**config.mk**
```make
export PLATFORM = sky130hd
export DESIGN_NAME = load_align
export DESIGN_NICKNAME = d
export VERILOG_FILES = /design/src/rtl/mem_pkg.sv /design/src/rtl/load_align.sv
export VERILOG_INCLUDE_DIRS = /design/src /design/src/include
export SDC_FILE = /design/constraint.sdc
export NUM_CORES = 1
export LEC_CHECK = 0
export BUFFER_PORTS_ARGS = -buffer_cell sky130_fd_sc_hd__buf_4
export CORE_UTILIZATION = 35
export DETAILED_ROUTE_END_ITERATION = 10
export MAX_ROUTING_LAYER = met4
export PLACE_DENSITY = 0.66
export REMOVE_ABC_BUFFERS = 1
export SLEW_MARGIN = 20
export SYNTH_ARGS = -nofsm -noshare
export SYNTH_HDL_FRONTEND = slang
export SYNTH_SLANG_ARGS = --single-unit
```
**constraint.sdc**
```tcl
create_clock -name clk -period 3.31 [get_ports clk]
set_input_delay 0.662 -clock clk [delete_from_list [all_inputs] [get_ports clk]]
set_output_delay 0.662 -clock clk [all_outputs]
set_load 0.03 [all_outputs]
```
**src/include/mem_params.svh**
```systemverilog
// Memory stage parameters.
// Widths, data memory depth and the access-size codes shared by the memory
// stage of the RV32 pipeline and its testbench.

`ifndef MEM_PARAMS_SVH
`define MEM_PARAMS_SVH

`define XLEN            32
`define REG_BITS        5

// Word index width; the data memory holds 2**MEM_WORDS_BITS words.
`define MEM_WORDS_BITS  8
`define MEM_WORDS       (1 << `MEM_WORDS_BITS)

`define MEM_SZ_BYTE     2'd0 // LB, LBU, SB.
`define MEM_SZ_HALF     2'd1 // LH, LHU, SH.
`define MEM_SZ_WORD     2'd2 // LW, SW.

`endif
```
**src/rtl/mem_pkg.sv**
```systemverilog
// Memory stage types.
// A data memory word seen either as four byte lanes or as two half lanes.

package mem_pkg;

    typedef union packed {
        logic [3:0][7:0]  b; // Lane 0 is the byte at address offset 0.
        logic [1:0][15:0] h; // Half 0 covers bytes 0 and 1.
    } mem_word_t;

endpackage

```
**src/rtl/load_align.sv**
```systemverilog
// Load alignment and write-back register.
// Picks the addressed byte or half out of the memory word in m, sign- or
// zero-extends it, and loads the result (or the ALU result for non-loads)
// into stage register w, which drives the write-back handshake.

`include "mem_params.svh"

module load_align import mem_pkg::*; (
    input  logic                 clk,
    input  logic                 arst_n,

    input  logic                 m_valid,
    input  mem_word_t            m_rdata,
    input  logic [`XLEN-1:0]     m_pc,
    input  logic [`XLEN-1:0]     m_alu_out,
    input  logic [`REG_BITS-1:0] m_rd,
    input  logic                 m_write_gpr,
    input  logic                 m_mem_read,
    input  logic [1:0]           m_mem_size,
    input  logic                 m_mem_unsigned,

    output logic                 advance_out,

    output logic                 wb_valid,
    input  logic                 wb_ready,
    output logic [`XLEN-1:0]     wb_pc,
    output logic [`REG_BITS-1:0] wb_rd,
    output logic                 wb_write_gpr,
    output logic [`XLEN-1:0]     wb_data
);

    logic [7:0]       load_byte;
    logic [15:0]      load_half;
    logic [`XLEN-1:0] load_data;
    logic [`XLEN-1:0] result;

    assign advance_out = !wb_valid || wb_ready; // w is empty or being taken.

    // The ALU result still carries the effective address.
    assign load_byte = m_rdata.b[m_alu_out[1:0]];
    assign load_half = m_rdata.h[m_alu_out[1]];

    always_comb begin
        case (m_mem_size)
            `MEM_SZ_BYTE: begin
                load_data = {{(`XLEN-8){load_byte[7] && !m_mem_unsigned}}, load_byte};
            end
            `MEM_SZ_HALF: begin
                load_data = {{(`XLEN-16){load_half[15] && !m_mem_unsigned}}, load_half};
            end
            default: begin
                load_data = m_rdata;
            end
        endcase
    end

    assign result = m_mem_read ? load_data : m_alu_out;

    always_ff @(posedge clk or negedge arst_n) begin
        if (!arst_n) begin
            wb_valid <= 1'b0;
        end else if (advance_out) begin
            wb_valid <= m_valid;
        end
    end

    always_ff @(posedge clk) begin
        if (advance_out && m_valid) begin
            wb_pc        <= m_pc;
            wb_rd        <= m_rd;
            wb_write_gpr <= m_write_gpr;
            wb_data      <= result;
        end
    end

endmodule

```
==> results.json <==
{
  "synthTopCellsByCount": "70 x edfxtp_1, 19 x o21ai_0, 15 x a21oi_1",
  "setup_viol": 0,
  "dp_slack_ns": 0.863,
  "clkSlewWorstSetupHoldPaths_ns": 0.08,
  "grt_pass1_vias": 2495,
  "viasPerCell": 5.17,
  "synthXorXnorAreaFrac_pct": 0,
  "rows": 33,
  "synth_edf_count": 70,
  "synthAdderAreaFrac_pct": 0,
  "final-max-slew-violation-count": 0,
  "yosysSeqAreaShare_pct": 69.0,
  "fmax_mhz": 485,
  "critPathRequiredTime_ns": 3.36,
  "slew_headroom_pct": 38.5,
  "critPathArrivalTime_ns": 2.11,
  "cts_inserted_buffers": 9,
  "cts_setup_buffers": 0,
  "track_usage_pct": 20.4,
  "cts_resized": 0,
  "crit_path_end_kind": "register",
  "diodes": 0,
  "vias": 2612,
  "synth_top_family_by_area": "compound AO/OA/AOI/OAI gates",
  "yosys.area_share.simple_pct": 8.49,
  "drt_iter0_markers": 97,
  "setup_slack_ns": 1.25,
  "r2r_setup_slack_ns": 1.63,
  "status": "completed",
  "io_pins": 182,
  "die_area_mm2": 0.00918,
  "postRouteAntennaNets": 0,
  "path_max_fanout": 26,
  "ir_drop_mv": 0.218,
  "insertion_delay_ns": 0.34,
  "ys_top_cells_by_area": "edfxtp_1 68%, a22oi_1 3.4%, mux2_2 3.3%",
  "grt_overflow_total": 0,
  "clock_sinks": 71,
  "htreeDepth": 3,
  "hpwl_um": 6860,
  "hp-class": "in -> async",
  "async_reset_ff_share_pct": 1.41,
  "grt_max_degree": 71,
  "cap_violations": 0,
  "fin_crit_sh_pct": 62.3,
  "drt-total-wl_um": 9430,
  "worstSetupPathType": "in -> reg",
  "cp-start-kind": "input port",
  "hold_buffers": 0,
  "yosysUniqueCellTypes": 35,
  "clock_skew_ns": 0.0108,
  "synthMuxAreaShare_pct": 4.34,
  "cts_root_buffer": "clkbuf_8",
  "worstPathBufferInverterCount": 1,
  "netlist_area_mm2": 0.00308,
  "hold_viol_final": 0,
  "ys_ff_latch": 71,
  "synthToLayoutAreaGrowth_pct": 52.5,
  "gp_congestion": 0.778,
  "port-buffer-count": 181,
  "coreArea_mm2": 0.00838,
  "synth_top_area_cell": "edfxtp_1",
  "powerDensity_mw_per_mm2": 472,
  "die_y_um": 95.8,
  "path_cells": "buf_4 -> mux2_2 -> a22oi_2 -> o221ai_1",
  "syn_avg_cell_area_um2": 14.1,
  "drive_above_1_share_pct": 53.0,
  "fin_crit_ns": 2.06,
  "utilization_pct": 56.1,
  "syn-instance-count": 219,
  "grt_pass1_wl_um": 13200,
  "slowest_stage": "a22oi_2",
  "cts_tree": "yes",
  "synth_most_common_cell": "edfxtp_1",
  "antenna_found_initial": 0,
  "ys_warn_count": 0,
  "critPathMaxStageDelay_ns": 0.55,
  "wl_per_cell_um": 18.7,
  "initial_core_util_pct": 36.8,
  "grt_setup_unrepaired": "no",
  "fp.dieW_um": 95.8,
  "p_leak_nw": 1.95,
  "synth_compound_gate_area_share_pct": 15.1,
  "worst_slew_pin_slew_ns": 0.922,
  "synth_top_area_share_pct": 68.2,
  "clock_path_buffers": 2,
  "cp_top_family": "compound AO/OA/AOI/OAI gates",
  "ys.flop_type": "edfxtp_1",
  "drc": 0,
  "fin_nets": 505,
  "setup_tns_ns": 0,
  "first_pass_iters": 4
}
[power by group]
group / switching [W] / internal, W / total [W] / leakage (nW)
sequential: 0.0000166 / 0.00106 / 0.00108 / 0.679
clock: 0.000344 / 0.000352 / 0.000696 / 0.0891
combinational: 0.000251 / 0.000193 / 0.000444 / 1.19
total: 0.000612 / 0.00160 / 0.00222 / 1.95
[layer usage]
| metal | part of all wire [%] | GRT usage [%] |
|---|---|---|
| met1 | 40 | 24.1 |
| met2 | 49 | 33.0 |
| met4 | 1.4 | 7.59 |
| met5 | 0 | - |
| met3 | 9.8 | 6.16 |
[layout by cell type (no fill, tap or decap), types with 2 or more instances in the layout]
master      netlist  final
buf_4             0    181
edfxtp_1         70     70
o21ai_0          19     19
a21oi_1          15     15
a22oi_1          14     14
mux2_2            9      9
nand2_1           9      9
clkbuf_8          0      9
o22ai_1           7      7
nor2_1            7      7
a221oi_1          6      6
and3b_1           6      6
nor2b_1           5      5
nand2b_1          5      5
inv_1             4      4
nand3_1           3      3
o221ai_1          3      3
a211oi_1          3      3
clkinvlp_4        0      3
nor3_1            2      2
and2_1            3      2
[registers in the layout (all words and copies together) (netlist names)]
register and flops:
wb_valid 1, wb_rd 5, wb_write_gpr 1, wb_pc 32
wb_data 32
[worst register-to-register path: stages (launching register included)]
cell and delay, ns:
dfrtp_1 0.39, nand2b_1 0.12, and2_4 0.76
[path summary, 6_finish.rpt]
path,start,to,depth (start not counted)
worst max register to register,wb_valid$_DFFE_PN0N_,wb_data[21]$_DFFE_PP_,2
worst min register to register,wb_valid$_DFFE_PN0N_,wb_valid$_DFFE_PN0N_,2
worst min-delay path,arst_n,wb_valid$_DFFE_PN0N_,1
min in group clk,m_pc[0],wb_pc[0]$_DFFE_PP_,1
max in group asynchronous,arst_n,wb_valid$_DFFE_PN0N_,1
worst max-delay path,m_alu_out[1],wb_data[30]$_DFFE_PP_,4
[cell families after synthesis]
logic type / count (synthesis)
compound gates: 71
simple gates: 45
mux: 11
flops: 71
buf+inv: 21
[metrics by stage]
step | area (um^2) | std cells | power, W | hold WS, ns
global placement | 4500 | 489 | 0.00153 | 0.438
CTS | 4700 | 505 | 0.00223 | 0.0641
finish | 4700 | 505 | 0.00222 | 0.0779
detailed placement | 4500 | 489 | 0.00154 | 0.438
global route | 4700 | 505 | 0.00231 | 0.0541
floorplan | 3010 | 203 | 0.00131 | 0.366
[cell type report]
class	count	area, um^2
fillers	720	3680
flip-flops and latches	71	2130
repair buffers	181	1360
multi-input cells	127	865
well taps	105	131
clock buffers	10	128
clock inverters	6	70.1
inverters	5	18.8
(Power assumes the default switching activity.)
