===== src/include/mem_params.svh =====
// Memory stage parameters.
// Widths, data memory depth and the access-size codes shared by the memory
// stage of the RV32 pipeline and its testbench.

`ifndef MEM_PARAMS_SVH
`define MEM_PARAMS_SVH

`define XLEN            32
`define REG_BITS        5

// Word index width; the data memory holds 2**MEM_WORDS_BITS words.
`define MEM_WORDS_BITS  8
`define MEM_WORDS       (1 << `MEM_WORDS_BITS)

`define MEM_SZ_BYTE     2'd0 // LB, LBU, SB.
`define MEM_SZ_HALF     2'd1 // LH, LHU, SH.
`define MEM_SZ_WORD     2'd2 // LW, SW.

`endif

===== src/rtl/mem_pkg.sv =====
// Memory stage types.
// A data memory word seen either as four byte lanes or as two half lanes.

package mem_pkg;

    typedef union packed {
        logic [3:0][7:0]  b; // Lane 0 is the byte at address offset 0.
        logic [1:0][15:0] h; // Half 0 covers bytes 0 and 1.
    } mem_word_t;

endpackage


===== src/rtl/mem_req_decode.sv =====
// Memory request decode.
// Turns the effective address, access size and store data of one
// instruction into a word index, byte enables and store data that is
// replicated into the addressed lanes.

`include "mem_params.svh"

module mem_req_decode import mem_pkg::*; (
    input  logic [`XLEN-1:0]           addr,
    input  logic [1:0]                 mem_size,
    input  logic [`XLEN-1:0]           store_data,
    output logic [`MEM_WORDS_BITS-1:0] word_index,
    output logic [3:0]                 byte_en,
    output mem_word_t                  lane_data
);

    assign word_index = addr[`MEM_WORDS_BITS+1:2]; // Offset bits are dropped.

    always_comb begin
        case (mem_size)
            `MEM_SZ_BYTE: begin
                byte_en     = 4'b0001 << addr[1:0];
                lane_data.b = {4{store_data[7:0]}}; // Same byte in every lane.
            end
            `MEM_SZ_HALF: begin
                byte_en     = addr[1] ? 4'b1100 : 4'b0011; // Bit 0 is ignored.
                lane_data.h = {2{store_data[15:0]}};
            end
            `MEM_SZ_WORD: begin
                byte_en   = 4'b1111;
                lane_data = store_data;
            end
            default: begin
                // Reserved size code, nothing gets written.
                byte_en   = 4'b0000;
                lane_data = store_data;
            end
        endcase
    end

endmodule


===== config.mk =====
export PLATFORM = sky130hd
export DESIGN_NAME = mem_req_decode
export DESIGN_NICKNAME = d
export VERILOG_FILES = /design/src/rtl/mem_pkg.sv /design/src/rtl/mem_req_decode.sv
export VERILOG_INCLUDE_DIRS = /design/src /design/src/include
export SDC_FILE = /design/constraint.sdc
export NUM_CORES = 1
export LEC_CHECK = 0
export ABC_AREA = 0
export BUFFER_PORTS_ARGS = -buffer_cell sky130_fd_sc_hd__buf_4
export CAP_MARGIN = 20
export CORE_MARGIN = 8
export CORE_UTILIZATION = 27
export DETAILED_ROUTE_END_ITERATION = 16
export PLACE_DENSITY = 0.85
export SYNTH_ARGS = -nofsm -noshare
export SYNTH_HDL_FRONTEND = slang
export SYNTH_SLANG_ARGS = --single-unit

===== constraint.sdc =====
create_clock -name vclk -period 1.4
set_clock_uncertainty 0.1 [all_clocks]
set_input_delay 0.28 -clock vclk [all_inputs]
set_output_delay 0.28 -clock vclk [all_outputs]
set_load 0.02 [all_outputs]

==> summary.log, run 1 <==
INFO  global_routing grt-busiest-layer=met2
INFO  cells_and_area final_layout_size_suffix_gt1_share=76.2%
INFO  sta            final.hold.worst_slack=0.460ns
INFO  sta            fin_crit=1.46ns
INFO  sta            setup_ws=-0.0588ns
INFO  route          detailed_route_via_count=727
INFO  global_routing number_of_antenna_violations_at_the_first_check_in_global_routing=0
INFO  floorplan      die_w=61.8µm
INFO  placed_design  port_buffers=72
INFO  min_path       hold_startpoint=addr[4]
INFO  yosys          yosys.area.top_type=mux2_2
INFO  placed_design  numPlacedInstances=153
INFO  floorplan      coreArea=1960µm²
INFO  route          routed_wire_length_per_instance=16.5µm
INFO  yosys          netlist_top_cells_area=mux2_2 (32%), buf_4 (23%), mux2i_1 (18%)
INFO  power          cell_area_power_density=428nW/µm²
INFO  sta            final_min_period_over_clock_period=104%
INFO  floorplan      design.die.area=3810µm²
INFO  sta            slew-limit-headroom=88.7%
INFO  setup_path     critical_path_peak_fanout=8
INFO  run            cap_violations=0
INFO  placed_design  dpl.hpwl=1980µm
INFO  floorplan      initial_core_util=28.8%
INFO  sta            report.final.slew_viol_count=0
INFO  power          max-vdd-ir-drop=0.000226V
INFO  yosys          postSynthNetCount=138
INFO  setup_path     critPathSlowestCell=mux2_4
INFO  yosys          yosys.area.top_type_share=31.9%
INFO  sta            final-setup-viol-count=9
INFO  cells_and_area growth_of_design_area_from_synthesis_to_finish=112%
INFO  global_routing grt.met2_usage=23.5%
INFO  route          drtIter0Drc=11
INFO  yosys          synthesis.yosys.warnings=0
INFO  global_routing grt_pass1_wl=3580µm
INFO  sta            rsz_0062_raised_after_global_routing=yes
INFO  min_path       min_delay_worst_endpoint=word_index[2]
INFO  floorplan      num_io_pins=110
INFO  route          detail_route.vias_per_cell=4.63
INFO  yosys          share_of_the_yosys_chip_area_belonging_to_registers=0%
INFO  global_routing gr-total-overflow=0
INFO  sta            clock.fmax=685MHz
INFO  yosys          synthesis.area_per_instance=7.85µm²
INFO  floorplan      height_of_the_die=61.8µm
INFO  global_routing number_of_global_route_vias_before_repair=763
INFO  setup_path     crit_path_end_kind=output pin
INFO  global_routing pin_count_of_the_biggest_net_entering_global_routing=16
INFO  global_routing global_route.usage.met3=5.76%
INFO  global_routing global_route.usage.total=12.1%
INFO  global_routing grt_use_met1=11.4%
INFO  setup_path     timing.critical_path.arrival=1.08ns
INFO  floorplan      placementRows=16
INFO  cells_and_area antennaDiodeCount=0
INFO  yosys          syn_area=566µm²
INFO  run_status     run_status=finished with violations
INFO  placed_design  detailed_place.area=998µm²
INFO  setup_path     worst-setup-path-type=primary input to output pin
INFO  cells_and_area sequential_cell_area=0µm²
INFO  route          firstDrtPassIters=2
INFO  setup_path     crit_path_start_kind=primary input
INFO  sta            hold_viol_final=0
INFO  run_status     failed_checks=negative setup slack
INFO  placed_design  gp_routability_congestion=0.714
INFO  setup_path     critPathRequiredTime=1.02ns
INFO  cells_and_area final_design_area_no_fill=1200µm²
INFO  min_path       worst_hold_path.num_cells=0
INFO  cells_and_area seq_cells=0
INFO  sta            timing.setup.tns=-0.476ns
INFO  cells_and_area n_clock_buffer=0
INFO  power          leakage=0.634nW
INFO  yosys          netlist-cell-type-count=12
INFO  cells_and_area fin_nets=198
INFO  setup_path     worstPathCellList=buf_8, nor2_4, buf_12, mux2_4, buf_6
INFO  route          routed_wirelength=2590µm
INFO  cells_and_area finish.cell_count_without_fillers=157
INFO  yosys          postSynthCellCount=72
INFO  route          drc=0
INFO  min_path       worst_hold_class=primary input to output pin
INFO  cts            post_cts_hold_buffer_count=0
INFO  sta            worst_pin_slew=0.164ns
INFO  route          number_of_routed_nets_with_antenna_violations=0
INFO  setup_path     critPathMaxStageDelay=0.31ns
[cell type report]
cell class,count,area [µm²]
fillers,181,764
repair buffers,79,717
multi-input cells,50,443
well taps,27,33.8
inverters,1,3.75
[power breakdown]
| part | leakage (nW) | switching, mW | internal (mW) | total, mW |
|---|---|---|---|---|
| Sequential | 0 | 0 | 0 | 0 |
| Combinational | 0.634 | 0.230 | 0.283 | 0.513 |
| Clock | 0 | 0 | 0 | 0 |
[worst max-delay path, delay by kind of cell]
family | cells | cell delay [ns]
and+or+nand+nor | 1 | 0.11
buffers and inverters | 3 | 0.37
muxes | 1 | 0.31
[cell families after synthesis]
logic type / after synthesis / synth area share (%)
buffers and inverters: 22 / 29.6
muxes: 26 / 49.6
AOI/OAI and AO/OA: 14 / 12.4
and+or+nand+nor: 10 / 8.41
[routing by layer]
| layer | vias to the layer above | routed length (µm) |
|---|---|---|
| met5 | - | 0 |
| met4 | 0 | 21 |
| met3 | 2 | 331 |
| met2 | 40 | 1410 |
| met1 | 333 | 824 |
| li1 | 352 | - |
[cells in the mapped netlist]
cell type  count
mux2i_1       10
buf_4         17
nand2b_1       1
buf_2          2
o21ai_0       10
mux2_2        16
inv_1          1
buf_8          1
buf_6          1
nand2_1        8
nor2_4         1
a21oi_1        4
[stage by stage]
stage	setup WS (ns)	total power, mW	utilization [%]
floorplan	0.0282	0.269	-
global route	-0.0803	0.543	61.0
finish	-0.0588	0.513	61.0
global placement	-0.165	0.430	50.9
CTS	-0.0626	0.497	58.0
detailed placement	-0.178	0.438	50.9
[how the worst max path moves through the flow]
stage                     cells past startpoint        start  slack [ns]            end
after floorplan                               3  mem_size[0]        0.03  lane_data[24]
after global placement                        4  mem_size[1]       -0.16  lane_data[11]
after detailed placement                      4  mem_size[1]       -0.18  lane_data[11]
after CTS                                     5  mem_size[0]       -0.06  lane_data[11]
after global routing                          6  mem_size[0]       -0.08     byte_en[0]
final                                         5  mem_size[0]       -0.06   lane_data[9]
[layout by cell type (no fill, tap or decap), drive strengths merged]
master	netlist	routed
mux2	16	16
inv	1	1
bufbuf	0	1
nand2	8	8
clkbuf	0	1
buf	21	77
o21ai	10	10
nor2	1	1
a21oi	4	4
nand2b	1	1
mux2i	10	10
[repair_timing]
item / 4_1_cts / 5_1_grt
endpoints found under the hold margin: 0 / 0
pin swaps: 2 / 0
setup buffers: 1 / 1
setup endpoints to repair: 28 / 23
gates cloned: 1 / 1
resized for setup: 23 / 6
Note: power is estimated with default switching activity, not from simulation.
==> inputs of run 2 (changes only) <==
SETUP_SLACK_MARGIN = 0.1   (was not set)
==> run 2 against run 1 <==
  * The flow still finishes with violations (negative setup slack)
  * Sequential cell count unchanged
  * Combinational power rose by 12%
  * Routed wire length is 6.4% higher
  * Power grew 11%
  * Global-route usage rose by 1.3 points
  * Sequential share of layout area stayed put
  * Via count increased by 4.4%
  * Final cell count is 1.3% higher
  * Largest cell class unchanged
  * Largest power group unchanged
  * Highest routed layer unchanged
==> summary.log, run 2 (synthesis results as in run 1) <==
INFO  global_routing number_of_antenna_violations_at_the_first_check_in_global_routing=0 [unchanged]
INFO  setup_path     critical_path_peak_fanout=8 [unchanged]
INFO  cells_and_area final_layout_size_suffix_gt1_share=85.6% [+9.5 points]
INFO  cells_and_area finish.cell_count_without_fillers=159 [+1.3%]
INFO  setup_path     crit_path_start_kind=primary input
INFO  setup_path     critPathMaxStageDelay=0.30ns [about the same]
INFO  min_path       worst_hold_class=primary input to output pin
INFO  global_routing global_route.usage.total=13.4% [+1.3 points]
INFO  run            cap_violations=0 [unchanged]
INFO  floorplan      height_of_the_die=61.8µm [unchanged]
INFO  setup_path     worst-setup-path-type=primary input to output pin
INFO  sta            fin_crit=1.47ns [+0.0125 ns]
INFO  setup_path     timing.critical_path.arrival=1.09ns [about the same]
INFO  cells_and_area fin_nets=200 [+1.0%]
INFO  cells_and_area most_frequent_standard_cell_in_the_layout_excluding_fill_and_tap_cells=buf_4
INFO  power          max-vdd-ir-drop=0.000286V [+27%]
INFO  cells_and_area layout_common_cells=buf_4 (59), mux2_4 (16), buf_6 (16), nand2_1 (8)
INFO  global_routing pin_count_of_the_biggest_net_entering_global_routing=11 [-5]
INFO  power          leakage=0.685nW [+8.0%]
INFO  route          drtIter0Drc=17 [+6]
INFO  sta            clock.fmax=680MHz [-0.85%]
INFO  setup_path     crit_path_end_kind=output pin
INFO  cells_and_area antennaDiodeCount=0 [unchanged]
INFO  power          cell_area_power_density=435nW/µm² [+1.6%]
INFO  setup_path     critPathRequiredTime=1.02ns [about the same]
INFO  placed_design  port_buffers=72 [unchanged]
INFO  sta            hold_viol_final=0 [unchanged]
INFO  sta            rsz_0062_raised_after_global_routing=yes
INFO  cells_and_area n_clock_buffer=0 [unchanged]
INFO  route          routed_wirelength=2750µm [+6.4%]
INFO  floorplan      num_io_pins=110 [unchanged]
INFO  route          detailed_route_via_count=759 [+4.4%]
INFO  sta            final_min_period_over_clock_period=105% [+0.89 points]
INFO  floorplan      design.die.area=3810µm² [unchanged]
INFO  setup_path     worstPathCellList=buf_8, nor2_4, buf_12, mux2_4, buf_6
INFO  sta            worst_pin_slew=0.179ns [+0.0150 ns]
INFO  sta            setup_ws=-0.0713ns [-0.0125 ns]
INFO  route          detail_route.vias_per_cell=4.77 [+3.1%]
INFO  cells_and_area seq_cells=0 [unchanged]
INFO  route          firstDrtPassIters=2 [unchanged]
INFO  sta            final-setup-viol-count=12 [+3]
INFO  floorplan      placementRows=16 [unchanged]
INFO  route          drc=0 [unchanged]
INFO  sta            report.final.slew_viol_count=0 [unchanged]
INFO  floorplan      initial_core_util=28.8% [unchanged]
INFO  sta            timing.setup.tns=-0.592ns [-0.116 ns]
INFO  floorplan      coreArea=1960µm² [unchanged]
INFO  placed_design  dpl.hpwl=2080µm [+4.9%]
INFO  global_routing number_of_global_route_vias_before_repair=850 [+11%]
INFO  cells_and_area growth_of_design_area_from_synthesis_to_finish=132%
INFO  cells_and_area sequential_cell_area=0µm² [unchanged]
INFO  sta            slew-limit-headroom=87.7% [-1.0 points]
INFO  cells_and_area final_design_area_no_fill=1310µm² [+9.7%]
INFO  run_status     run_status=finished with violations
INFO  setup_path     critPathSlowestCell=mux2_4
INFO  placed_design  detailed_place.area=1050µm² [+4.9%]
INFO  sta            final.hold.worst_slack=0.460ns [+0.00000200 ns]
INFO  global_routing grt_pass1_wl=3990µm [+11%]
INFO  route          number_of_routed_nets_with_antenna_violations=0 [unchanged]
INFO  global_routing gr-total-overflow=0 [unchanged]
INFO  placed_design  numPlacedInstances=156 [+2.0%]
INFO  run_status     failed_checks=negative setup slack
INFO  placed_design  gp_routability_congestion=0.696 [-2.5%]
INFO  route          routed_wire_length_per_instance=17.3µm [+5.0%]
INFO  floorplan      die_w=61.8µm [unchanged]
INFO  cts            post_cts_hold_buffer_count=0 [unchanged]
-- run 2: changes by cell type in the layout (fill, tap and decap cells not counted), moves of 4 or more --
cell	previous run	this run
buf_6	11	16
mux2_2	8	0
mux2_4	8	16
mux2i_1	10	5
mux2i_2	0	5
o21ai_0	6	0
o21ai_2	1	5
-- run 2: metrics by stage --
stage	setup WS, ns	total power, mW	utilization (%)
final	-0.0713	0.572	67.0
after CTS	-0.0640	0.571	66.6
after global routing	-0.0897	0.601	67.0
after detailed placement	-0.170	0.460	53.4
after floorplan	0.0380	0.283	-
after global placement	-0.167	0.452	53.4
-- run 2: per-layer routing --
layer  part of all wire, %  vias to the layer above  track usage [%]
met5                     0                        -                0
met4                   1.0                        0             1.95
li1                      -                      355                -
met3                    10                        4             4.53
met1                    36                      360             12.0
met2                    53                       40             27.9
-- run 2: cell type report --
type	instances	area, µm²
fill	174	648
inverter	1	3.75
multi-input combinational	50	518
tap	27	33.8
timing repair buffer	81	758
-- run 2: what timing repair did --
action                                  in CTS  in global routing
pin swaps                                    3                  0
setup buffers                                1                  0
endpoints found under the setup margin      28                 28
gates cloned                                 2                  0
gates resized for setup                     47                  2
hold endpoints to repair                     0                  0
-- run 2: power by group --
group | switching [mW] | leakage, nW | total, mW | internal (mW)
registers | 0 | 0 | 0 | 0
clock network | 0 | 0 | 0 | 0
logic | 0.252 | 0.685 | 0.572 | 0.319
-- run 2: path summary, 6_finish.rpt --
| path | startpoint | to | slack [ns] | cells after the start |
|---|---|---|---|---|
| setup / recovery | mem_size[0] | lane_data[13] | -0.07 | 5 |
| hold / removal | addr[9] | word_index[7] | 0.46 | 0 |
-- run 2: worst max-delay path: cells and delay by family --
family / cells / cell delay (ns)
simple gates: 1 / 0.12
mux: 1 / 0.30
buf+inv: 3 / 0.37
