<file path="src/include/mem_params.svh">
// Memory stage parameters.
// Widths, data memory depth and the access-size codes shared by the memory
// stage of the RV32 pipeline and its testbench.

`ifndef MEM_PARAMS_SVH
`define MEM_PARAMS_SVH

`define XLEN            32
`define REG_BITS        5

// Word index width; the data memory holds 2**MEM_WORDS_BITS words.
`define MEM_WORDS_BITS  8
`define MEM_WORDS       (1 << `MEM_WORDS_BITS)

`define MEM_SZ_BYTE     2'd0 // LB, LBU, SB.
`define MEM_SZ_HALF     2'd1 // LH, LHU, SH.
`define MEM_SZ_WORD     2'd2 // LW, SW.

`endif
</file>
<file path="src/rtl/mem_forward.sv">
// Forwarding and load-use hazard unit.
// Compares the decode stage's two source registers with the destinations
// held in stage registers m and w. The younger m entry wins, and a load
// still waiting in m stalls decode instead of forwarding.

`include "mem_params.svh"

module mem_forward (
    input  logic [`REG_BITS-1:0] id_rs1,
    input  logic [`REG_BITS-1:0] id_rs2,

    input  logic                 m_valid,
    input  logic [`REG_BITS-1:0] m_rd,
    input  logic                 m_write_gpr,
    input  logic                 m_mem_read,
    input  logic [`XLEN-1:0]     m_alu_out,

    input  logic                 wb_valid,
    input  logic [`REG_BITS-1:0] wb_rd,
    input  logic                 wb_write_gpr,
    input  logic [`XLEN-1:0]     wb_data,

    output logic                 fwd_rs1_hit,
    output logic [`XLEN-1:0]     fwd_rs1_data,
    output logic                 fwd_rs2_hit,
    output logic [`XLEN-1:0]     fwd_rs2_data,
    output logic                 load_use_stall
);

    logic [`REG_BITS-1:0] src      [2];
    logic [1:0]           m_match;
    logic [1:0]           w_match;
    logic [1:0]           src_stall;
    logic [1:0]           hit;
    logic [`XLEN-1:0]     data     [2];

    assign src[0] = id_rs1;
    assign src[1] = id_rs2;

    always_comb begin
        for (int i = 0; i < 2; i++) begin
            // x0 is hardwired to zero and never matches.
            m_match[i]   = m_valid && m_write_gpr && (m_rd == src[i]) && (src[i] != '0);
            w_match[i]   = wb_valid && wb_write_gpr && (wb_rd == src[i]) && (src[i] != '0);
            src_stall[i] = m_match[i] && m_mem_read; // Load data is not ready yet.
            hit[i]       = 1'b0;
            data[i]      = '0;
            if (src_stall[i]) begin
                hit[i] = 1'b0;
            end else if (m_match[i]) begin
                hit[i]  = 1'b1;
                data[i] = m_alu_out;
            end else if (w_match[i]) begin
                hit[i]  = 1'b1;
                data[i] = wb_data;
            end
        end
    end

    assign fwd_rs1_hit    = hit[0];
    assign fwd_rs1_data   = data[0];
    assign fwd_rs2_hit    = hit[1];
    assign fwd_rs2_data   = data[1];
    assign load_use_stall = |src_stall;

endmodule

</file>
<file path="config.mk">
export PLATFORM = sky130hd
export DESIGN_NAME = mem_forward
export DESIGN_NICKNAME = d
export VERILOG_FILES = /design/src/rtl/mem_forward.sv
export VERILOG_INCLUDE_DIRS = /design/src /design/src/include
export SDC_FILE = /design/constraint.sdc
export NUM_CORES = 1
export LEC_CHECK = 0
export BUFFER_PORTS_ARGS = -buffer_cell sky130_fd_sc_hd__buf_2
export CORE_UTILIZATION = 40
export DETAILED_ROUTE_END_ITERATION = 10
export PLACE_DENSITY_LB_ADDON = 0.05
export SYNTH_ARGS = -nofsm -noshare
export SYNTH_HDL_FRONTEND = slang
export SYNTH_SLANG_ARGS = --single-unit
</file>
<file path="constraint.sdc">
create_clock -name vclk -period 1.75
set_clock_uncertainty 0.2 [all_clocks]
set_input_delay 0.2625 -clock vclk [all_inputs]
set_output_delay 0.2625 -clock vclk [all_outputs]
set_load 0.005 [all_outputs]
</file>
==> flow_summary.yaml, run 1 <==
cells_and_area:
  nNetsFinal: 518
  layout-drive-gt1-share_pct: 51.05
  layout.cells.non_filler: 497
  n_antenna_cell: 0
  design.seq.count: 0
  fill_cells: 490
  final_util_pct: 65.58
  regArea_um2: 0
  final_area_um2: 3328
  syn_to_final_growth_pct: 58.24
  nClkBuffers: 0
worst_hold_path:
  worstHoldEndpoint: "fwd_rs1_data[8]"
  hold_path_class: "in -> out"
  holdCritStartpoint: "wb_data[8]"
  holdPathStages: 4
sta:
  fmax_mhz: 486.5
  min_period_ns: 2.056
  hold_viol_final: 0
  setup_viol: 67
  setup-tns-final_ns: -14.32
  worst_pin_slew_ns: 0.5223
  fin_crit_sh_pct: 117.5
  holdWs_ns: 0.6585
  drv_slew: 0
  setup_ws_ns: -0.3055
  grt_setup_unrepaired: "true"
  slew_headroom_pct: 65.18
pwr:
  switching_share_pct: 50.38
  internal_power_mw: 0.2859
  p_total_mw: 0.5761
  power_switching_mw: 0.2902
  power_leakage_nw: 1.946
  max-vdd-ir-drop_uv: 142.2
  power.density_nw_per_um2: 173.1
  sequentialPowerShare_pct: 0
  clockPowerShare_pct: 0
  comb_power_share_pct: 100.0
global_routing:
  grt_pass1_vias: 2474
  overflow: 0
  track_usage_pct: 26.12
  grtUsageMet1_pct: 35.46
  gr-usage-met3_pct: 1.762
  antenna_found_initial: 0
  grt-busiest-layer: "met2"
  grt_use_met2_pct: 46.75
  grt_start_max_net_pins: 36
  grt_pass1_wl_um: 11790
synth:
  syn_nets: 358
  syn_avg_cell_area_um2: 7.819
  synth_top_area_cell: "mux2i_1"
  synth_top_area_share_pct: 31.41
  ys.warnings.count: 0
  yosysMostFrequentCell: "nand4_1"
  netlist_area_um2: 2103
  synth_cell_types: 26
  netlist_top_cells_count: "nand4_1 (67), mux2i_1 (66), nor3b_1 (32)"
  synth_area_leaders: "mux2i_1 (31%), nand4_1 (20%), nor3b_1 (11%), buf_6 (7.5%), nand2b_1 (6.8%)"
  syn_inst: 269
  ys_seq_area_share_pct: 0
run_status:
  violations: "setup timing"
  outcome: "complete, but fails checks"
floorplanning:
  die_x_um: 74.52
  io_pins: 156
  dieArea_um2: 5552
  core_um2: 5075
  die_h_um: 74.52
  placementRows: 26
  start_util_pct: 41.44
worst_setup_path:
  cpPeakStageDelay_ns: 0.28
  crit_fanout: 5
  cp.required_ns: 1.29
  criticalPathCategory: "in -> out"
  worst_setup_path_start_kind: "input pin"
  crit_slowest_cell: "nor4_4"
  cp-end-kind: "primary output"
  path_cells: "buf_12 > xor2_4 > nor4_4 > buf_6 > buf_8 > nand4_1 > mux2i_1 > buf_2"
  arrival_ns: 1.59
placement:
  io_buffers: 156
  dp_cells: 488
  hpwl_um: 5283
  post-place-ws_ns: -0.3663
  gp_congestion: 0.8158
  placed_area_um2: 2980
detailed_routing:
  vias: 2799
  dr.first_iter.drc_count: 174
  drtAntennaViolNets: 0
  wl_um: 7802
  first_pass_iters: 5
  avgRoutedWirePerCell_um: 15.70
  drc: 0
  vias_per_cell: 5.632
clock_network:
  ctsHoldBuffers: 0
job:
  drv_cap: 0
-- critical path, delay by kind of cell --
family | cells | cell delay [ns]
xor+xnor | 1 | 0.17
simple gates | 2 | 0.37
buf+inv | 4 | 0.57
mux | 1 | 0.20
-- worst max path at each step --
| stage | start | to | slack [ns] | cells past startpoint |
|---|---|---|---|---|
| final | wb_rd[4] | fwd_rs1_data[14] | -0.31 | 8 |
| after global routing | m_rd[1] | fwd_rs1_data[0] | -0.37 | 8 |
| after CTS | m_rd[2] | fwd_rs1_data[14] | -0.31 | 9 |
| after detailed placement | id_rs1[1] | fwd_rs1_data[14] | -0.37 | 7 |
| after global placement | id_rs1[1] | fwd_rs1_data[9] | -0.38 | 7 |
| after floorplan | id_rs1[4] | fwd_rs1_data[22] | 0.0002 | 5 |
-- metal layers --
| layer | share of wire [%] | wire length [um] |
|---|---|---|
| met5 | 0 | 0 |
| met4 | 0.81 | 63 |
| met3 | 6.1 | 474 |
| met2 | 49 | 3833 |
| met1 | 44 | 3430 |
-- kinds of logic after synthesis --
logic type | after synthesis | share of synthesized area [%]
simple gates | 145 | 45.81
mux | 66 | 31.41
buf+inv | 37 | 13.15
compound gates | 3 | 2.142
xor+xnor | 18 | 7.495
-- power groups by stage --
| stage | sequential, mW | clock, mW | combinational (mW) |
|---|---|---|---|
| 2_1_floorplan | 0 | 0 | 0.265 |
| 3_3_place_gp | 0 | 0 | 0.498 |
| 3_5_place_dp | 0 | 0 | 0.504 |
| 4_1_cts | 0 | 0 | 0.531 |
| 5_1_grt | 0 | 0 | 0.622 |
| 6_report | 0 | 0 | 0.576 |
-- final cells by class --
cell class | count | area, um^2 | share of cell area (%)
inverter | 2 | 7.507 | 0.2256
tap | 70 | 87.58 | 2.632
multi-input combinational | 232 | 1911 | 57.41
timing repair buffer | 193 | 1323 | 39.74
-- layout by cell type (no fill, tap or decap), types with 3 or more instances in the layout --
cell,instances
buf_12,8
buf_16,3
buf_2,150
buf_4,16
buf_6,11
buf_8,4
mux2i_1,66
nand2_1,3
nand2b_1,23
nand4_1,67
nor2_1,3
nor3b_1,29
nor3b_2,3
or2b_2,9
xnor2_1,5
xor2_1,8
xor2_2,4
-- repair_timing --
action | 4_1_cts | 5_1_grt
setup endpoints to repair | 67 | 67
endpoints found under the hold margin | 0 | 0
buffers inserted | 2 | 1
gates resized for setup | 25 | 25
pin swaps | 5 | 24
cloned | 5 | 1
Note: power is estimated with default switching activity, not from simulation.
==> run 2, diff against run 1 <==
--- a/config.mk
+++ b/config.mk
@@ -10,6 +10,7 @@
 export CORE_UTILIZATION = 40
 export DETAILED_ROUTE_END_ITERATION = 10
 export PLACE_DENSITY_LB_ADDON = 0.05
+export SETUP_SLACK_MARGIN = 0.5
 export SYNTH_ARGS = -nofsm -noshare
 export SYNTH_HDL_FRONTEND = slang
 export SYNTH_SLANG_ARGS = --single-unit
==> run 2 against run 1 <==
  * Clock-buffer cell count unchanged
  * Core utilization increased by 3.2 points
  * The run still ends with setup timing left
  * Final cell count decreased by 0.20%
  * Die area unchanged
  * Power rose by 5.2%
  * Combinational power grew 5.2%
  * Worst hold slack better by 0.011 ns
  * Critical endpoint is now fwd_rs1_data[19]
  * Critical path type unchanged
  * Flip-flop and latch count unchanged
  * Largest cell class unchanged
  * Sequential share of layout area unchanged
==> flow_summary.yaml, run 2 (synthesis gave the netlist of run 1 again) <==
run_status:
  violations: "setup timing"
  outcome: "complete, but fails checks"
floorplanning:
  dieArea_um2: 5552
  start_util_pct: 41.44
  die_h_um: 74.52
  io_pins: 156
  placementRows: 26
  core_um2: 5075
  die_x_um: 74.52
placement:
  hpwl_um: 5117
  io_buffers: 156
  placed_area_um2: 2965
  post-place-ws_ns: -0.3524
  gp_congestion: 0.8699
global_routing:
  grt_start_max_net_pins: 36
  grt_pass1_wl_um: 11140
  grt_pass1_vias: 2383
  track_usage_pct: 24.68
  overflow: 0
  antenna_found_initial: 0
cells_and_area:
  multi_input_area_um2: 2019
  design.seq.count: 0
  final_cell_mix: "buf_2 (147), nand4_1 (67), mux2i_1 (65)"
  layout_commonest_cell: "buf_2"
  layout-drive-gt1-share_pct: 54.93
  regArea_um2: 0
  n_antenna_cell: 0
  final_area_um2: 3490
  nClkBuffers: 0
  nNetsFinal: 517
  fill_cells: 464
  syn_to_final_growth_pct: 65.91
sta:
  fmax_mhz: 482.3
  grt_setup_unrepaired: "true"
  fin_crit_sh_pct: 118.5
  min_period_ns: 2.073
  setup_viol: 67
  slew_headroom_pct: 64.09
  drv_slew: 0
  worst_pin_slew_ns: 0.5386
  setup_ws_ns: -0.3233
  hold_viol_final: 0
detailed_routing:
  avgRoutedWirePerCell_um: 16.21
  drc: 0
  drtAntennaViolNets: 0
  vias_per_cell: 5.563
  dr.first_iter.drc_count: 97
  first_pass_iters: 4
  wl_um: 8042
  vias: 2759
worst_setup_path:
  cp-end-kind: "primary output"
  worst_setup_path_start_kind: "input pin"
  cp.required_ns: 1.29
  criticalPathCategory: "in -> out"
  crit_fanout: 8
  arrival_ns: 1.61
pwr:
  power_leakage_nw: 1.998
  max-vdd-ir-drop_uv: 142.9
  power.density_nw_per_um2: 173.6
worst_hold_path:
  holdPathStages: 4
  hold_path_class: "in -> out"
clock_network:
  ctsHoldBuffers: 0
job:
  drv_cap: 0
run 2: cell count changes in the layout (fill, tap and decap cells not counted), sizes merged:
cell and change:
buf -4, clkbuf +3
run 2: layout make-up:
cell class / instances / share of cell area, %
inverters: 2 / 0.2151
multi-input cells: 232 / 57.87
repair buffers: 192 / 39.40
well taps: 70 / 2.510
run 2: routing by layer:
layer  wire [um]  part of all wire, %  global-route usage, %  up-vias
met5           0                    0                      0        -
met4          80                 0.99                  2.306        0
met3         551                  6.9                  2.168        8
met2        4078                   51                  44.44      136
met1        3331                   41                  32.93     1265
li1            -                    -                      -     1350
run 2: through the flow:
stage	hold slack, ns	TNS [ns]	total power [mW]	cells	utilization (%)
2_1_floorplan	0.4598	0	0.2696	269	-
5_1_grt	0.7012	-22.63	0.6478	496	68.76
3_3_place_gp	0.6670	-18.51	0.4886	483	58.43
3_5_place_dp	0.6752	-19.86	0.4934	483	58.43
4_1_cts	0.6758	-16.10	0.5257	489	61.88
6_report	0.6699	-16.88	0.6059	496	68.76
run 2: critical path: stages:
cell	delay, ns
buf_8	0.10
xor2_2	0.16
nor4_1	0.27
nand4_1	0.16
buf_6	0.18
buf_12	0.15
mux2i_1	0.18
buf_2	0.14
run 2: what timing repair did:
item,4_1_cts,5_1_grt
setup endpoints to repair,67,67
setup buffers,3,2
gates resized for setup,26,44
pin swaps,2,4
gates cloned,3,5
run 2: final timing paths:
check / startpoint / to / slack [ns]
setup / recovery: m_rd[1] / fwd_rs1_data[19] / -0.32
hold / removal: m_alu_out[20] / fwd_rs1_data[20] / 0.67
run 2: power by group:
part | switching (mW) | internal [mW]
Clock | 0 | 0
Combinational | 0.305 | 0.301
Sequential | 0 | 0
==> run 3, diff against run 2 <==
--- a/config.mk
+++ b/config.mk
@@ -7,6 +7,7 @@
 export NUM_CORES = 1
 export LEC_CHECK = 0
 export BUFFER_PORTS_ARGS = -buffer_cell sky130_fd_sc_hd__buf_2
+export CORE_MARGIN = 8
 export CORE_UTILIZATION = 40
 export DETAILED_ROUTE_END_ITERATION = 10
 export PLACE_DENSITY_LB_ADDON = 0.05
==> run 3 against run 2 <==
  * The run still ends with setup timing left
  * Worst setup slack worse by 0.023 ns
  * Routed wire length is 19% higher
  * Highest routed layer unchanged
  * Critical path type unchanged
  * Final cell count is 1.0% higher
==> flow_summary.yaml, run 3 (synthesis gave the netlist of run 1 again) <==
sta:
  slew_headroom_pct: 66.05
  fmax_mhz: 477.0
  hold_viol_final: 0
  setup_viol: 67
  fin_crit_sh_pct: 119.8
  setup_ws_ns: -0.3464
  drv_slew: 0
  holdWs_ns: 0.6741
  min_period_ns: 2.096
  grt_setup_unrepaired: "true"
  worst_pin_slew_ns: 0.5092
run_status:
  outcome: "complete, but fails checks"
  violations: "setup timing"
worst_setup_path:
  criticalPathCategory: "in -> out"
  crit_family: "buffers and inverters"
  cpPeakStageDelay_ns: 0.31
  path_cells: "buf_6 > buf_12 > a221oi_4 > buf_6 > clkbuf_16 > nand4_1 > mux2i_1 > buf_2"
  crit_fanout: 9
  arrival_ns: 1.63
  crit_slowest_cell: "a221oi_4"
  path_common_cell: "buf_6"
  worst_setup_path_start_kind: "input pin"
  cp_num_buf_inv: 5
  cp.required_ns: 1.29
  cp-end-kind: "primary output"
cells_and_area:
  fill_cells: 461
  nNetsFinal: 522
  final_cell_mix: "buf_2 (148), nand4_1 (67), mux2i_1 (64)"
  layout-drive-gt1-share_pct: 52.44
  nClkBuffers: 0
  design.seq.count: 0
  syn_to_final_growth_pct: 62.76
  regArea_um2: 0
  layout_commonest_cell: "buf_2"
  final_util_pct: 67.03
  n_antenna_cell: 0
pwr:
  power_switching_mw: 0.2927
  max-vdd-ir-drop_uv: 159.7
  internal_power_mw: 0.2870
  power.density_nw_per_um2: 169.4
  clockPowerShare_pct: 0
  sequentialPowerShare_pct: 0
  switching_share_pct: 50.49
  power_leakage_nw: 1.985
  comb_power_share_pct: 100.0
worst_hold_path:
  worstHoldEndpoint: "fwd_rs1_data[11]"
  hold_path_class: "in -> out"
  holdCritStartpoint: "m_alu_out[11]"
  holdPathStages: 4
global_routing:
  grt_pass1_vias: 2727
  antenna_found_initial: 0
  grt-busiest-layer: "met2"
  grt_start_max_net_pins: 36
  grt_pass1_wl_um: 13170
  grt_use_met2_pct: 34.62
  overflow: 0
  gr-usage-met3_pct: 3.157
  track_usage_pct: 19.89
  grtUsageMet1_pct: 25.62
detailed_routing:
  drtAntennaViolNets: 0
  wl_um: 9586
  first_pass_iters: 4
  drc: 0
  vias_per_cell: 5.621
  vias: 2816
  avgRoutedWirePerCell_um: 19.13
  dr.first_iter.drc_count: 147
placement:
  hpwl_um: 6400
  post-place-ws_ns: -0.3614
  io_buffers: 156
  gp_congestion: 0.8307
floorplanning:
  die_x_um: 88.52
  io_pins: 156
  die_h_um: 88.52
  core_um2: 5107
  start_util_pct: 41.18
  dieArea_um2: 7835
  placementRows: 26
clock_network:
  ctsHoldBuffers: 0
job:
  drv_cap: 0
run 3: how the worst max path moves through the flow:
stage / to / slack (ns) / depth (start not counted) / start
finish: fwd_rs2_data[23] / -0.35 / 8 / id_rs2[1]
global route: fwd_rs2_data[31] / -0.45 / 8 / m_rd[2]
CTS: fwd_rs1_data[29] / -0.30 / 9 / m_rd[2]
detailed placement: fwd_rs1_data[29] / -0.36 / 8 / m_rd[2]
global placement: fwd_rs1_data[29] / -0.41 / 7 / id_rs1[1]
floorplan: fwd_rs1_data[22] / 0.03 / 5 / id_rs1[0]
run 3: area by class of cell:
| class | count | area [um^2] | share of cell area [%] |
|---|---|---|---|
| inverter | 2 | 7.507 | 0.2193 |
| multi-input combinational | 232 | 1926 | 56.25 |
| tap | 70 | 87.58 | 2.558 |
| timing repair buffer | 197 | 1403 | 40.97 |
run 3: per-stage QoR:
stage	total power, mW	std cells	instance area (um^2)	TNS (ns)
final	0.5798	501	3423	-17.51
after global placement	0.4904	485	2993	-19.38
after detailed placement	0.4989	485	2993	-18.98
after floorplan	0.2696	269	2145	0
after global routing	0.6218	501	3423	-24.39
after CTS	0.5245	490	3113	-16.73
run 3: power groups by stage:
stage | logic (mW) | clock network (mW) | registers (mW)
finish | 0.580 | 0 | 0
global route | 0.622 | 0 | 0
CTS | 0.525 | 0 | 0
detailed placement | 0.499 | 0 | 0
global placement | 0.490 | 0 | 0
floorplan | 0.270 | 0 | 0
run 3: what timing repair did:
action / CTS / global route
setup buffers: 2 / 3
endpoints found under the setup margin: 67 / 67
pin swaps: 0 / 5
resized for setup: 24 / 32
cloned: 3 / 8
run 3: per-layer routing:
layer  vias up  part of all wire [%]
li1       1352                     -
met1      1318                    42
met2       142                    49
met3         4                   8.6
met4         0                  0.72
met5         -                     0
run 3: worst min-delay path: stages:
cell and delay, ns:
buf_2 0.09, nand2b_1 0.07, mux2i_1 0.06, buf_2 0.12
